==> config.mk <==
export PLATFORM = sky130hd
export DESIGN_NAME = dispatch_top
export DESIGN_NICKNAME = d
export VERILOG_FILES = /design/src/core_pkg.sv /design/src/isa_pkg.sv /design/src/dispatch_top.sv /design/src/inst_queue.sv /design/src/inst_decoder.sv /design/src/dispatch_cfg_regs.sv
export SDC_FILE = /design/constraint.sdc
export NUM_CORES = 1
export LEC_CHECK = 0
export BUFFER_PORTS_ARGS = -buffer_cell sky130_fd_sc_hd__buf_2
export CORE_MARGIN = 3
export CORE_UTILIZATION = 25
export CTS_CLUSTER_SIZE = 40
export DETAILED_ROUTE_END_ITERATION = 6
export GPL_TIMING_DRIVEN = 0
export SYNTH_ARGS = -nofsm -noshare
export SYNTH_HDL_FRONTEND = slang
export SYNTH_SLANG_ARGS = --single-unit
export TNS_END_PERCENT = 20
==> constraint.sdc <==
create_clock -name clk -period 7.1 [get_ports clk]
set_input_delay 0.71 -clock clk [delete_from_list [all_inputs] [get_ports clk]]
set_output_delay 0.71 -clock clk [all_outputs]
set_load 0.02 [all_outputs]
==> src/core_pkg.sv <==
package core_pkg;

    // --------------------------------------------------
    // instruction queue sizing
    // --------------------------------------------------

    // must be a power of two.
    localparam int DEFAULT_IQ_DEPTH = 16;

    // --------------------------------------------------
    // configuration register map
    // --------------------------------------------------

    localparam int CFG_ADDR_W = 2;

    // control register, pause in bit 0.
    localparam logic [CFG_ADDR_W-1:0] CFG_ADDR_CTRL  = 2'd0;

    // any write here flushes the front end.
    localparam logic [CFG_ADDR_W-1:0] CFG_ADDR_FLUSH = 2'd1;

    localparam int CFG_PAUSE_BIT = 0;

endpackage

==> src/isa_pkg.sv <==
package isa_pkg;

    // --------------------------------------------------
    // opcode space
    // --------------------------------------------------

    localparam int REG_W = 5;

    typedef logic [4:0] op_t;

    // register-register group.
    localparam op_t OP_ADD  = 5'd0;
    localparam op_t OP_SUB  = 5'd1;
    localparam op_t OP_AND  = 5'd2;
    localparam op_t OP_OR   = 5'd3;
    localparam op_t OP_XOR  = 5'd4;
    localparam op_t OP_SLL  = 5'd5;
    localparam op_t OP_SRL  = 5'd6;

    // immediate group, all at 16 and above.
    localparam op_t OP_ADDI = 5'd16;
    localparam op_t OP_ANDI = 5'd17;
    localparam op_t OP_ORI  = 5'd18;
    localparam op_t OP_LW   = 5'd19;
    localparam op_t OP_SW   = 5'd20;

    // empty slot marker.
    localparam op_t OP_NOP  = 5'd31;

    // --------------------------------------------------
    // instruction word layouts
    // --------------------------------------------------

    typedef union packed {
        struct packed {
            op_t              op;
            logic [REG_W-1:0] rd;
            logic [REG_W-1:0] rs1;
            logic [REG_W-1:0] rs2;
            logic [11:0]      unused;
        } r;
        struct packed {
            op_t              op;
            logic [REG_W-1:0] rd;
            logic [REG_W-1:0] rs1;
            logic [16:0]      imm17;
        } i;
    } inst_word_u;

    // true only for implemented opcodes, nop excluded.
    function automatic logic is_valid_op(op_t op);
        logic ok;
        case (op)
            OP_ADD, OP_SUB, OP_AND, OP_OR, OP_XOR, OP_SLL, OP_SRL: ok = 1'b1;
            OP_ADDI, OP_ANDI, OP_ORI, OP_LW, OP_SW:                ok = 1'b1;
            default:                                               ok = 1'b0;
        endcase
        return ok;
    endfunction

endpackage
==> src/dispatch_top.sv <==
`timescale 1ns/1ps

module dispatch_top #(
    parameter int IQ_DEPTH = core_pkg::DEFAULT_IQ_DEPTH
) (
    input  logic                      clk,
    input  logic                      rst,
    input  logic                      inst_valid,
    input  isa_pkg::inst_word_u       inst_word,
    input  logic                      cfg_we,
    input  logic [1:0]                cfg_addr,
    input  logic [31:0]               cfg_wdata,
    input  logic                      rs_full,
    input  logic                      rob_full,
    output logic                      iq_full,
    output logic                      issue_valid,
    output isa_pkg::op_t              issue_op,
    output logic [isa_pkg::REG_W-1:0] issue_rs1,
    output logic [isa_pkg::REG_W-1:0] issue_rs2,
    output logic [isa_pkg::REG_W-1:0] issue_rd,
    output logic [31:0]               issue_imm,
    output logic                      issue_has_imm
);

    logic                      pause;
    logic                      flush;
    isa_pkg::op_t              dec_op;
    logic [isa_pkg::REG_W-1:0] dec_rs1;
    logic [isa_pkg::REG_W-1:0] dec_rs2;
    logic [isa_pkg::REG_W-1:0] dec_rd;
    logic [31:0]               dec_imm;
    logic                      dec_has_imm;

    dispatch_cfg_regs u_cfg (
        .clk       (clk),
        .rst       (rst),
        .cfg_we    (cfg_we),
        .cfg_addr  (cfg_addr),
        .cfg_wdata (cfg_wdata),
        .pause     (pause),
        .flush     (flush)
    );

    inst_decoder u_dec (
        .clk         (clk),
        .rst         (rst),
        .pause       (pause),
        .flush       (flush),
        .inst_valid  (inst_valid),
        .inst_word   (inst_word),
        .dec_op      (dec_op),
        .dec_rs1     (dec_rs1),
        .dec_rs2     (dec_rs2),
        .dec_rd      (dec_rd),
        .dec_imm     (dec_imm),
        .dec_has_imm (dec_has_imm)
    );

    inst_queue #(
        .IQ_DEPTH (IQ_DEPTH)
    ) u_iq (
        .clk           (clk),
        .rst           (rst),
        .pause         (pause),
        .flush         (flush),
        .dec_op        (dec_op),
        .dec_rs1       (dec_rs1),
        .dec_rs2       (dec_rs2),
        .dec_rd        (dec_rd),
        .dec_imm       (dec_imm),
        .dec_has_imm   (dec_has_imm),
        .rs_full       (rs_full),
        .rob_full      (rob_full),
        .iq_full       (iq_full),
        .issue_valid   (issue_valid),
        .issue_op      (issue_op),
        .issue_rs1     (issue_rs1),
        .issue_rs2     (issue_rs2),
        .issue_rd      (issue_rd),
        .issue_imm     (issue_imm),
        .issue_has_imm (issue_has_imm)
    );

endmodule

==> src/inst_queue.sv <==
`timescale 1ns/1ps

module inst_queue #(
    parameter int IQ_DEPTH = 16
) (
    input  logic                      clk,
    input  logic                      rst,
    input  logic                      pause,
    input  logic                      flush,
    input  isa_pkg::op_t              dec_op,
    input  logic [isa_pkg::REG_W-1:0] dec_rs1,
    input  logic [isa_pkg::REG_W-1:0] dec_rs2,
    input  logic [isa_pkg::REG_W-1:0] dec_rd,
    input  logic [31:0]               dec_imm,
    input  logic                      dec_has_imm,
    input  logic                      rs_full,
    input  logic                      rob_full,
    output logic                      iq_full,
    output logic                      issue_valid,
    output isa_pkg::op_t              issue_op,
    output logic [isa_pkg::REG_W-1:0] issue_rs1,
    output logic [isa_pkg::REG_W-1:0] issue_rs2,
    output logic [isa_pkg::REG_W-1:0] issue_rd,
    output logic [31:0]               issue_imm,
    output logic                      issue_has_imm
);

    localparam int PTR_W = $clog2(IQ_DEPTH);
    localparam int CNT_W = PTR_W + 1;

    isa_pkg::op_t              op_mem      [IQ_DEPTH];
    logic [isa_pkg::REG_W-1:0] rs1_mem     [IQ_DEPTH];
    logic [isa_pkg::REG_W-1:0] rs2_mem     [IQ_DEPTH];
    logic [isa_pkg::REG_W-1:0] rd_mem      [IQ_DEPTH];
    logic [31:0]               imm_mem     [IQ_DEPTH];
    logic                      has_imm_mem [IQ_DEPTH];

    logic [PTR_W-1:0] head;
    logic [PTR_W-1:0] tail;
    logic [CNT_W-1:0] count;
    logic [CNT_W-1:0] count_nxt;
    logic             at_cap;
    logic             do_enq;
    logic             do_issue;

    // --------------------------------------------------
    // enqueue and issue decisions
    // --------------------------------------------------

    assign at_cap = (count == CNT_W'(IQ_DEPTH));

    // head is issued only when both downstream units have room.
    assign do_issue = !pause && !flush && !rs_full && !rob_full && (count != '0);

    // a full queue still accepts when the head leaves on the same edge.
    assign do_enq = !pause && !flush && (dec_op != isa_pkg::OP_NOP) && (!at_cap || do_issue);

    always_comb begin
        count_nxt = count;
        case ({do_enq, do_issue})
            2'b10:   count_nxt = count + 1'b1;
            2'b01:   count_nxt = count - 1'b1;
            default: count_nxt = count;
        endcase
    end

    // --------------------------------------------------
    // entry storage
    // --------------------------------------------------

    always_ff @(posedge clk) begin
        if (do_enq) begin
            op_mem[tail]      <= dec_op;
            rs1_mem[tail]     <= dec_rs1;
            rs2_mem[tail]     <= dec_rs2;
            rd_mem[tail]      <= dec_rd;
            imm_mem[tail]     <= dec_imm;
            has_imm_mem[tail] <= dec_has_imm;
        end
    end

    // --------------------------------------------------
    // pointers, occupancy and full flag
    // --------------------------------------------------

    always_ff @(posedge clk) begin
        if (!rst) begin
            head    <= '0;
            tail    <= '0;
            count   <= '0;
            iq_full <= 1'b0;
        end else if (flush) begin
            head    <= '0;
            tail    <= '0;
            count   <= '0;
            iq_full <= 1'b0;
        end else begin
            if (do_enq) begin
                tail <= tail + 1'b1;
            end
            if (do_issue) begin
                head <= head + 1'b1;
            end
            count <= count_nxt;
            // one slot kept spare for the word still in decode.
            iq_full <= (count_nxt >= CNT_W'(IQ_DEPTH - 1));
        end
    end

    // --------------------------------------------------
    // issue registers
    // --------------------------------------------------

    always_ff @(posedge clk) begin
        if (!rst) begin
            issue_valid <= 1'b0;
            issue_op    <= isa_pkg::OP_NOP;
        end else if (flush) begin
            issue_valid <= 1'b0;
            issue_op    <= isa_pkg::OP_NOP;
        end else begin
            issue_valid <= do_issue;
            if (do_issue) begin
                issue_op <= op_mem[head];
            end
        end
    end

    // held while stalled.
    always_ff @(posedge clk) begin
        if (do_issue) begin
            issue_rs1     <= rs1_mem[head];
            issue_rs2     <= rs2_mem[head];
            issue_rd      <= rd_mem[head];
            issue_imm     <= imm_mem[head];
            issue_has_imm <= has_imm_mem[head];
        end
    end

endmodule

==> src/inst_decoder.sv <==
`timescale 1ns/1ps

module inst_decoder (
    input  logic                      clk,
    input  logic                      rst,
    input  logic                      pause,
    input  logic                      flush,
    input  logic                      inst_valid,
    input  isa_pkg::inst_word_u       inst_word,
    output isa_pkg::op_t              dec_op,
    output logic [isa_pkg::REG_W-1:0] dec_rs1,
    output logic [isa_pkg::REG_W-1:0] dec_rs2,
    output logic [isa_pkg::REG_W-1:0] dec_rd,
    output logic [31:0]               dec_imm,
    output logic                      dec_has_imm
);

    isa_pkg::op_t              raw_op;
    logic                      op_ok;
    logic                      is_i;
    isa_pkg::op_t              nxt_op;
    logic [isa_pkg::REG_W-1:0] nxt_rs1;
    logic [isa_pkg::REG_W-1:0] nxt_rs2;
    logic [isa_pkg::REG_W-1:0] nxt_rd;
    logic [31:0]               nxt_imm;
    logic                      nxt_has_imm;

    // --------------------------------------------------
    // field extraction
    // --------------------------------------------------

    always_comb begin
        // opcode, rd and rs1 sit in the same bits in both views.
        raw_op  = inst_word.r.op;
        op_ok   = isa_pkg::is_valid_op(raw_op);
        is_i    = op_ok && (raw_op >= isa_pkg::OP_ADDI);
        nxt_op  = (inst_valid && op_ok) ? raw_op : isa_pkg::OP_NOP;
        nxt_rd  = inst_word.r.rd;
        nxt_rs1 = inst_word.r.rs1;

        if (is_i) begin
            nxt_rs2     = '0;
            nxt_imm     = {{15{inst_word.i.imm17[16]}}, inst_word.i.imm17};
            nxt_has_imm = 1'b1;
        end else begin
            nxt_rs2     = inst_word.r.rs2;
            nxt_imm     = '0;
            nxt_has_imm = 1'b0;
        end
    end

    // --------------------------------------------------
    // decode register stage
    // --------------------------------------------------

    // an empty cycle or a flush leaves a nop in the stage.
    always_ff @(posedge clk) begin
        if (!rst) begin
            dec_op <= isa_pkg::OP_NOP;
        end else if (flush) begin
            dec_op <= isa_pkg::OP_NOP;
        end else if (!pause) begin
            dec_op <= nxt_op;
        end
    end

    // fields only matter when dec_op is not a nop.
    always_ff @(posedge clk) begin
        if (!pause) begin
            dec_rs1     <= nxt_rs1;
            dec_rs2     <= nxt_rs2;
            dec_rd      <= nxt_rd;
            dec_imm     <= nxt_imm;
            dec_has_imm <= nxt_has_imm;
        end
    end

endmodule

==> src/dispatch_cfg_regs.sv <==
`timescale 1ns/1ps

module dispatch_cfg_regs (
    input  logic        clk,
    input  logic        rst,
    input  logic        cfg_we,
    input  logic [1:0]  cfg_addr,
    input  logic [31:0] cfg_wdata,
    output logic        pause,
    output logic        flush
);

    logic ctrl_wr;
    logic flush_wr;

    // --------------------------------------------------
    // write decode
    // --------------------------------------------------

    assign ctrl_wr  = cfg_we && (cfg_addr == core_pkg::CFG_ADDR_CTRL);
    assign flush_wr = cfg_we && (cfg_addr == core_pkg::CFG_ADDR_FLUSH);

    // --------------------------------------------------
    // control state
    // --------------------------------------------------

    always_ff @(posedge clk) begin
        if (!rst) begin
            pause <= 1'b0;
        end else if (ctrl_wr) begin
            pause <= cfg_wdata[core_pkg::CFG_PAUSE_BIT];
        end
    end

    // single cycle pulse, data bits are ignored.
    always_ff @(posedge clk) begin
        if (!rst) begin
            flush <= 1'b0;
        end else begin
            flush <= flush_wr;
        end
    end

endmodule

==> results.cfg, run 1 <==
[sta]
fmax_mhz = 304
final_hold_viol_count = 0
relSlewSlack = 0.185
finalSetupViolCount = 0
finalClockSkew_ns = 0.0245
worstMarginPinSlew_ns = 1.22
grt_setup_unrepaired = no
finalSetupTns_ns = 0
drv_slew = 0
fin_crit_ns = 3.29
fin_crit_sh = 0.463

[global_routing]
grt_max_degree = 43
grt_pass1_wl_um = 91600
grt_overflow = 0
antenna_found_initial = 0
track_usage = 0.114
grt_pass1_vias = 12856

[finish]
area_growth_pct = 18.6
drive_above_1_share = 0.357
fillers = 9910
n_antenna_cell = 0
nets = 1413
stdcell_area_um2 = 31400

[synthesis]
synth_fa_ha_area_frac = 0.00491
yosysMostFrequentCell = edfxtp_1
synth_top_area_frac = 0.764
synth_top_cell_by_area = edfxtp_1
synth_nets = 1203
yosysSeqAreaShare = 0.784
synth_compound_area_frac = 0.00769
synthXorXnorAreaFrac = 0.00297
netlist_area_um2 = 26500
synth_top_family_by_area = multiplexers
yosys.cell_types.count = 46
synth.ff_latch_count = 701
synth_edf_count = 674
synthMuxAreaShare = 0.164
synthCells = 1122
synthTopCellsByCount = edfxtp_1, mux4_2, dfxtp_1, nand2_1
synthArstFlopShare = 0
synthSimpleGateAreaFrac = 0.0210
syn_area_per_cell_um2 = 23.6
ys_warn_count = 0
ys.flop_type = edfxtp_1
synthTopCellsByArea = edfxtp_1, mux4_2, dfxtp_1, buf_4, and3_1

[worst_setup_path]
crit_path_max_fanout = 10
r2r_end = u_iq.issue_imm[8]$_DFFE_PN_
startpoint = u_iq.head[1]$_SDFFE_PP0N_
setup.worst_path.end = u_iq.issue_imm[8]$_DFFE_PN_
crit_type = reg2reg
r2r_slack_ns = 3.81
cp.arrival_ns = 3.60
r2r_cells = 5
cp.required_ns = 7.41
end_kind = flop
reg2reg_from = u_iq.head[1]$_SDFFE_PP0N_
start_kind = flop

[clock_tree]
post_cts_buffers = 0
clk_latency_ns = 0.61
cts_max_level = 3
post_cts_resized = 0
clock_path_buffers = 3
hold_buffers = 0
path_clk_slew_ns = 0.07
clock_sinks = 701
cts_tree = yes
clock-root-buffer = clkbuf_16
numCtsBuffers = 70

[routing]
met2_length_um = 29800
wl_per_cell_um = 22.9
wl_met1_um = 27600
met3_length_um = 5040
dr.pass1.iters = 6
dr_total_vias = 12370
drt-total-wl_um = 63500
ant_nets = 0
maxUsedRoutingLayer = met4
drt_iter0_drc = 1250
drc = 0
vias_per_cell = 4.47

[placed_design]
placed_area_um2 = 29300
dp_hpwl_um = 38800
port-buffer-count = 95
gp_congestion = 0.706

[floorplanning]
start_util = 0.254
rows = 118
ios = 127
die-area_um2 = 110000
fp.dieW_um = 332
fp.dieH_um = 332
fp.coreArea_um2 = 104000

[worst_hold_path]
hold_class = in2reg

[power]
p_leak_nw = 9.76
ir_drop_mv = 0.141
power.density_nw_per_um2 = 280

[outcome]
status = complete, no violations

[flow_run]
maxCapViolCount = 0
==> stage by stage <==
step | cells | total power [mW] | util | hold slack [ns] | setup WS, ns
5_1_grt | 2768 | 9.10 | 0.301 | 0.246 | 3.68
4_1_cts | 2768 | 8.89 | 0.301 | 0.240 | 3.79
6_report | 2768 | 8.80 | 0.301 | 0.279 | 3.81
2_1_floorplan | 1122 | 5.12 | - | 0.475 | 1.68
3_5_place_dp | 2640 | 5.34 | 0.280 | 0.461 | 3.65
3_3_place_gp | 2597 | 5.31 | 0.275 | 0.463 | -4.50
==> area by class of cell <==
class | instances | area (um2) | area share
Clock buffer | 88 | 1860 | 0.0592
Clock inverter | 40 | 324 | 0.0103
Tap cell | 1380 | 1730 | 0.0549
Multi-Input combinational cell | 346 | 5390 | 0.171
Sequential cell | 701 | 20800 | 0.661
Buffer | 66 | 377 | 0.0120
Timing Repair Buffer | 138 | 958 | 0.0305
Inverter | 9 | 33.8 | 0.00107
==> critical path, cell delays in order, from the launching register on <==
cell and delay (ns):
dfxtp_1 0.34, buf_2 0.24, clkbuf_1 0.67, buf_1 0.80, mux4_2 0.41, mux4_2 0.52
==> registers in the layout, summed over array words and instances (netlist names), 16 cells and up <==
name	count
u_iq.has_imm_mem	16
u_dec.dec_imm	17
u_iq.rs2_mem	80
u_iq.op_mem	80
u_iq.rd_mem	80
u_iq.issue_imm	17
u_iq.imm_mem	272
u_iq.rs1_mem	80
==> where the power goes <==
| group | total (mW) | internal, mW | leakage, nW | switching [mW] |
|---|---|---|---|---|
| logic | 0.524 | 0.242 | 2.33 | 0.282 |
| clock network | 3.56 | 2.02 | 1.07 | 1.54 |
| registers | 4.72 | 4.64 | 6.36 | 0.0818 |
| total | 8.80 | 6.90 | 9.76 | 1.91 |
==> routing by layer <==
layer	track usage	vias up
li1	-	5159
met1	0.159	6652
met2	0.177	474
met3	0.0318	85
met4	0.0245	0
met5	0	-
==> worst min path at each step <==
stage,depth (start not counted),from,endpoint
finish,1,inst_word[21],u_dec.dec_rs1[4]$_DFFE_PN_
global route,1,inst_word[21],u_dec.dec_rs1[4]$_DFFE_PN_
CTS,1,inst_word[21],u_dec.dec_rs1[4]$_DFFE_PN_
detailed placement,2,u_iq.issue_op[0]$_SDFFE_PP1N_,u_iq.issue_op[0]$_SDFFE_PP1N_
global placement,2,u_iq.issue_op[4]$_SDFFE_PP1N_,u_iq.issue_op[4]$_SDFFE_PP1N_
floorplan,2,u_iq.count[3]$_SDFF_PP0_,u_iq.count[3]$_SDFF_PP0_
==> cell usage in the layout, fill, tap and decap left out, types with 3 or more instances in the layout <==
cell,n
clkinvlp_4,3
buf_1,7
clkinv_1,14
buf_2,111
buf_4,49
and2_4,4
nand2_1,24
inv_1,7
a21oi_1,14
nor2_1,18
clkinv_2,12
buf_12,9
and3_2,4
dfxtp_1,27
nor2_4,4
nor2b_1,6
mux4_2,190
edfxtp_1,674
or2_2,3
xor2_1,7
ha_1,8
nand3_1,6
clkbuf_1,35
bufinv_16,4
inv_6,5
buf_6,7
mux2i_1,7
clkbuf_16,72
and3_1,18
nor4_2,4
==> cells by family after synthesis <==
| group | count (synthesis) |
|---|---|
| adder cells (fa/ha/maj) | 10 |
| multiplexers | 197 |
| flip-flops | 701 |
| XOR/XNOR | 9 |
| buffers and inverters | 75 |
| AND/OR/NAND/NOR | 105 |
| AO/OA/AOI/OAI | 25 |
No activity file was read; power rests on OpenSTA's default activity.
==> run 2, diff against run 1 <==
--- a/config.mk
+++ b/config.mk
@@ -5,6 +5,7 @@
 export SDC_FILE = /design/constraint.sdc
 export NUM_CORES = 1
 export LEC_CHECK = 0
+export ABC_AREA = 1
 export BUFFER_PORTS_ARGS = -buffer_cell sky130_fd_sc_hd__buf_2
 export CORE_MARGIN = 3
 export CORE_UTILIZATION = 25
==> constraint.sdc (replaced) <==
create_clock -name clk -period 2.8 [get_ports clk]
set_input_delay 0.28 -clock clk [delete_from_list [all_inputs] [get_ports clk]]
set_output_delay 0.28 -clock clk [all_outputs]
set_load 0.02 [all_outputs]
==> run 2 against run 1 <==
  * The run now ends with hold timing, setup timing left
  * Power grew to 2.8 times the previous value
  * Clock skew grew 0.0071 ns
  * Hold slack worse by 0.28 ns
  * Sequential share of layout area is 3.0 points lower
  * Via count up 44%
  * Non-clock buffer count rose by 102
  * Clock power rose to 2.8 times the previous value
  * Synthesized area up 2.2%
  * Global-route usage is 3.5 points higher
  * Flip-flop and latch count unchanged
  * Maximum frequency is 14% higher
  * Final cell count is 32% higher
  * Largest power group unchanged
==> results.cfg, run 2 <==
[outcome]
status = finished, violations left
violations = hold timing, setup timing

[synthesis]
ys.flop_type = edfxtp_1
synthTopCellsByArea = edfxtp_1, o21ai_0, nor2_1, o221ai_1, dfxtp_1
syn_area_per_cell_um2 = 13.9
ys_warn_count = 0
yosys.cell_types.count = 34
synthTopCellsByCount = edfxtp_1, nor2_1, o21ai_0, nand2_1, o221ai_1
synthCells = 1949
yosysSeqAreaShare = 0.767
synth_top_cell_by_area = edfxtp_1
synth_nets = 2030
synth_edf_count = 674
synth_top_area_frac = 0.747
synthArstFlopShare = 0
netlist_area_um2 = 27100
synth.ff_latch_count = 701
yosysMostFrequentCell = edfxtp_1

[power]
clkPwrFrac = 0.401
p_comb_frac = 0.110
power.density_nw_per_um2 = 754
p_leak_nw = 10.8
intPower_mw = 18.5
p_seq_frac = 0.489
power_switching_mw = 6.32
ir_drop_mv = 0.484
p_total_mw = 24.8
switching_share = 0.254

[finish]
nets = 2274
final_cells = 3654
drive_above_1_share = 0.150
largest_reg_flops = 272
fin_util = 0.307
stdcell_area_um2 = 33000
final_cell_mix = edfxtp_1, nor2_1, o21ai_0
area_growth_pct = 21.6
final_common_cell = edfxtp_1
n_antenna_cell = 0
regMostFlops = u_iq.imm_mem
fillers = 10503

[clock_tree]
cts_tree = yes
clock-root-buffer = clkbuf_16
clk_latency_ns = 0.63
numCtsBuffers = 74
clock_sinks = 701
clock_path_buffers = 3
cts_max_level = 3
path_clk_slew_ns = 0.06

[sta]
worst_slack_ns = -0.0776
fin_crit_ns = 2.88
grt_setup_unrepaired = yes
finalSetupViolCount = 21
drv_slew = 0
holdWs_ns = -0.00347
relSlewSlack = 0.269
fin_crit_sh = 1.03
finalClockSkew_ns = 0.0316
fmax_mhz = 348
final_hold_viol_count = 1
finalSetupTns_ns = -1.06
worstMarginPinSlew_ns = 1.10

[routing]
drt_iter0_drc = 2405
drt-total-wl_um = 85600
vias_per_cell = 4.89
wl_per_cell_um = 23.4
dr_total_vias = 17851
ant_nets = 0
drc = 0
dr.pass1.iters = 5

[flow_run]
maxCapViolCount = 0

[worst_setup_path]
crit_path_max_fanout = 35
cp.arrival_ns = 3.11
end_kind = flop
r2r_cells = 6
start_kind = flop
crit_type = reg2reg
cp.required_ns = 3.04

[floorplanning]
die-area_um2 = 112000
ios = 127
fp.coreArea_um2 = 107000
start_util = 0.252
fp.dieW_um = 335
rows = 120
fp.dieH_um = 335

[placed_design]
dp.cells = 3466
dp_hpwl_um = 53400
pre_cts_ws_ns = -1.55
placed_area_um2 = 29800
gp_congestion = 0.787
port-buffer-count = 95

[worst_hold_path]
hold_class = in2reg
whs_path_depth = 3

[global_routing]
grt_max_degree = 36
grt_overflow = 0
antenna_found_initial = 0
grt_pass1_vias = 17188
track_usage = 0.148
grt_pass1_wl_um = 121000
[run 2: cell types whose count changed in the layout (fill, tap and decap cells not counted), moves of 22 or more]
cell	change
nand3_1	+34
nor2_1	+320
o22ai_1	+54
mux4_2	-190
clkbuf_1	+58
o221ai_1	+94
nand2_1	+67
o211ai_1	+50
buf_4	-22
dlygate4sd3_1	+32
o21ai_0	+303
inv_1	+37
[run 2: routing by layer]
| metal | GRT usage | part of all wire | wire length [um] | vias to the layer above |
|---|---|---|---|---|
| li1 | - | - | - | 7830 |
| met1 | 0.191 | 0.40 | 34000 | 8851 |
| met2 | 0.248 | 0.48 | 41300 | 992 |
| met3 | 0.0289 | 0.089 | 7660 | 178 |
| met4 | 0.0551 | 0.031 | 2630 | 0 |
| met5 | 0 | 0 | 0 | - |
[run 2: power groups by stage]
stage | Sequential (mW) | Combinational [mW] | Clock (mW)
global route | 12.2 | 2.94 | 10.5
finish | 12.2 | 2.72 | 9.96
floorplan | 12.3 | 1.43 | 0
CTS | 12.2 | 2.72 | 10.1
detailed placement | 12.4 | 2.63 | 0
global placement | 12.4 | 2.56 | 0
[run 2: worst paths after layout]
path / slack (ns) / from / endpoint
worst max-delay path: -0.08 / u_cfg.pause$_SDFFE_PN0P_ / u_iq.imm_mem[12][8]$_DFFE_PP_
worst min-delay path: -0.003 / inst_word[2] / u_dec.dec_imm[2]$_SDFFCE_PN0N_
worst max register to register: -0.08 / u_cfg.pause$_SDFFE_PN0P_ / u_iq.imm_mem[12][8]$_DFFE_PP_
worst min register to register: 0.47 / u_iq.issue_op[1]$_SDFFE_PP1N_ / u_iq.issue_op[1]$_SDFFE_PP1N_
[run 2: repair_timing]
| item | CTS | global route |
|---|---|---|
| gates resized for setup | 14 | 3 |
| gates cloned | 3 | 3 |
| endpoints found under the setup margin | 650 | 240 |
| endpoints found under the hold margin | 32 | 0 |
| hold buffers | 32 | 0 |
| pin swaps | 5 | 4 |
| setup buffers | 8 | 8 |
[run 2: logic make-up (layout without fill, tap and decap cells)]
family | Yosys count | count (layout) | synth area share
adder cells (fa/ha/maj) | 9 | 9 | 0.00443
AND/OR/NAND/NOR | 503 | 508 | 0.0737
XOR/XNOR | 2 | 2 | 0.000646
buffers and inverters | 194 | 491 | 0.0340
AO/OA/AOI/OAI | 540 | 540 | 0.120
flip-flops | 701 | 701 | 0.767
[run 2: layout make-up]
| cell class | count | area (um2) | area share |
|---|---|---|---|
| sequential | 701 | 20800 | 0.630 |
| multi-input combinational | 1059 | 5570 | 0.169 |
| clock buffer | 92 | 1980 | 0.0602 |
| tap | 1403 | 1760 | 0.0533 |
| timing repair buffer | 162 | 1420 | 0.0430 |
| buffer | 144 | 732 | 0.0222 |
| clock inverter | 42 | 470 | 0.0143 |
| inverter | 50 | 243 | 0.00736 |
| timing repair inverter | 1 | 8.76 | 0.000266 |
[run 2: worst max-delay path, stage by stage (launching register included)]
cell and delay, ns:
dfxtp_1 0.32, bufinv_16 0.34, nand2_2 0.14, o21bai_4 0.22, nor2_4 0.26, nand2_2 0.29
nor2_2 0.90
==> run 3, diff against run 2 <==
--- a/config.mk
+++ b/config.mk
@@ -7,11 +7,14 @@
 export LEC_CHECK = 0
 export ABC_AREA = 1
 export BUFFER_PORTS_ARGS = -buffer_cell sky130_fd_sc_hd__buf_2
+export CELL_PAD_IN_SITES_DETAIL_PLACEMENT = 1
+export CELL_PAD_IN_SITES_GLOBAL_PLACEMENT = 1
 export CORE_MARGIN = 3
 export CORE_UTILIZATION = 25
 export CTS_CLUSTER_SIZE = 40
 export DETAILED_ROUTE_END_ITERATION = 6
 export GPL_TIMING_DRIVEN = 0
+export PLACE_DENSITY_LB_ADDON = 0.1
 export SYNTH_ARGS = -nofsm -noshare
 export SYNTH_HDL_FRONTEND = slang
 export SYNTH_SLANG_ARGS = --single-unit
==> run 3 against run 2 <==
  * The flow now finishes without violations
  * Core utilization increased by 0.29 points
  * Register-to-register slack better by 0.23 ns
  * Final area increased by 0.93%
  * Critical endpoint is now u_iq.issue_imm[9]$_DFFE_PN_
  * Largest cell class unchanged
  * Largest power group unchanged
==> results.cfg, run 3 (same netlist as run 2, synthesis figures left out) <==
[outcome]
status = complete, no violations

[clock_tree]
cts_max_level = 3
cts_tree = yes
path_clk_slew_ns = 0.06
clk_latency_ns = 0.64
numCtsBuffers = 83
clock-root-buffer = clkbuf_16
clock_path_buffers = 3
clock_sinks = 701

[finish]
final_common_cell = edfxtp_1
final_cell_mix = edfxtp_1, nor2_1, o21ai_0
largest_reg_flops = 272
nets = 2287
area_growth_pct = 22.8
regMostFlops = u_iq.imm_mem
drive_above_1_share = 0.158

[floorplanning]
die-area_um2 = 112000
ios = 127
fp.coreArea_um2 = 107000
fp.dieW_um = 335
fp.dieH_um = 335
rows = 120
start_util = 0.252

[power]
p_comb_frac = 0.114
clkPwrFrac = 0.410
p_seq_frac = 0.476
power_switching_mw = 6.84
intPower_mw = 18.7
switching_share = 0.268
p_leak_nw = 11.0
power.density_nw_per_um2 = 768
ir_drop_mv = 0.480
p_total_mw = 25.5

[routing]
dr.pass1.iters = 5
vias_per_cell = 4.86
wl_met1_um = 46300
wl_per_cell_um = 28.1
drt-total-wl_um = 103000
met3_length_um = 4760
met2_length_um = 48800
maxUsedRoutingLayer = met4
drc = 0
dr_total_vias = 17874
drt_iter0_drc = 1441
ant_nets = 0

[placed_design]
dp_hpwl_um = 68100
gp_congestion = 0.763
port-buffer-count = 95

[sta]
grt_setup_unrepaired = no
finalSetupViolCount = 0
worstMarginPinSlew_ns = 1.32
holdWs_ns = 0.0653
fmax_mhz = 377
finalSetupTns_ns = 0
drv_slew = 0
relSlewSlack = 0.122
fin_crit_ns = 2.65
final_hold_viol_count = 0
finalClockSkew_ns = 0.0212
fin_crit_sh = 0.946

[global_routing]
grt_max_degree = 21
grt_pass1_wl_um = 144000
grt_overflow = 0
track_usage = 0.183
grt_pass1_vias = 18837
antenna_found_initial = 5

[worst_setup_path]
cp.arrival_ns = 2.92
start_kind = flop
crit_path_max_fanout = 10
cp.required_ns = 3.07
startpoint = u_iq.head[2]$_SDFFE_PP0N_
crit_type = reg2reg
end_kind = flop
reg2reg_from = u_iq.head[2]$_SDFFE_PP0N_
r2r_cells = 4

[worst_hold_path]
hold_class = in2reg
hp-start = inst_word[14]
whs_path_depth = 3

[flow_run]
maxCapViolCount = 0
-- run 3: cell count changes in the layout (fill, tap and decap cells not counted), sizes merged --
cell,delta
diode,+1
nor2,-5
buf,+3
clkdlybuf4s15,+2
clkinv,+13
bufinv,-5
dlygate4sd3,+4
inv,+3
clkbuf,+7
-- run 3: per-layer routing --
metal / vias to the layer above / global-route usage
li1: 7860 / -
met1: 9390 / 0.243
met2: 464 / 0.301
met3: 160 / 0.0312
met4: 0 / 0.0619
met5: - / 0
-- run 3: metrics by stage --
step,instances,util,area [um2],worst slack [ns]
global placement,3447,0.274,29400,-4.55
finish,3677,0.310,33300,0.150
detailed placement,3481,0.281,30200,-0.533
CTS,3672,0.309,33200,0.0187
global route,3676,0.310,33300,0.00845
floorplan,1949,-,27200,-0.610
-- run 3: final timing paths --
kind / to / slack (ns)
min reg2reg: u_iq.issue_op[1]$_SDFFE_PP1N_ / 0.48
min: u_dec.dec_imm[14]$_SDFFCE_PN0N_ / 0.07
max: u_iq.issue_imm[9]$_DFFE_PN_ / 0.15
max reg2reg: u_iq.issue_imm[9]$_DFFE_PN_ / 0.15
-- run 3: power groups by stage --
stage | Clock [mW] | Combinational [mW] | Sequential [mW]
after floorplan | 0 | 1.43 | 12.3
after global placement | 0 | 2.80 | 12.4
after detailed placement | 0 | 2.88 | 12.4
after CTS | 10.8 | 2.97 | 12.2
after global routing | 11.1 | 3.17 | 12.2
final | 10.5 | 2.92 | 12.2
-- run 3: timing repair --
item,in CTS,in global routing
endpoints found under the setup margin,64,46
pin swaps,1,1
resized for setup,11,15
hold buffers,36,0
setup buffers,1,5
gates cloned,2,0
hold endpoints to repair,37,0
-- run 3: layout make-up --
class,instances,area (um2)
multi-input combinational,1054,5540
sequential,701,20800
clock buffer,100,2200
antenna,1,2.50
clock inverter,52,375
buffer,143,748
timing repair buffer,171,1630
timing repair inverter,2,17.5
inverter,50,211
tap,1403,1760
fill,11336,74100
-- run 3: critical path: stages, from the launching register on --
cell and delay (ns):
dfxtp_1 0.32, clkdlybuf4s15_1 0.64, clkbuf_2 0.48, o211ai_1 0.47
nand2_1 0.36
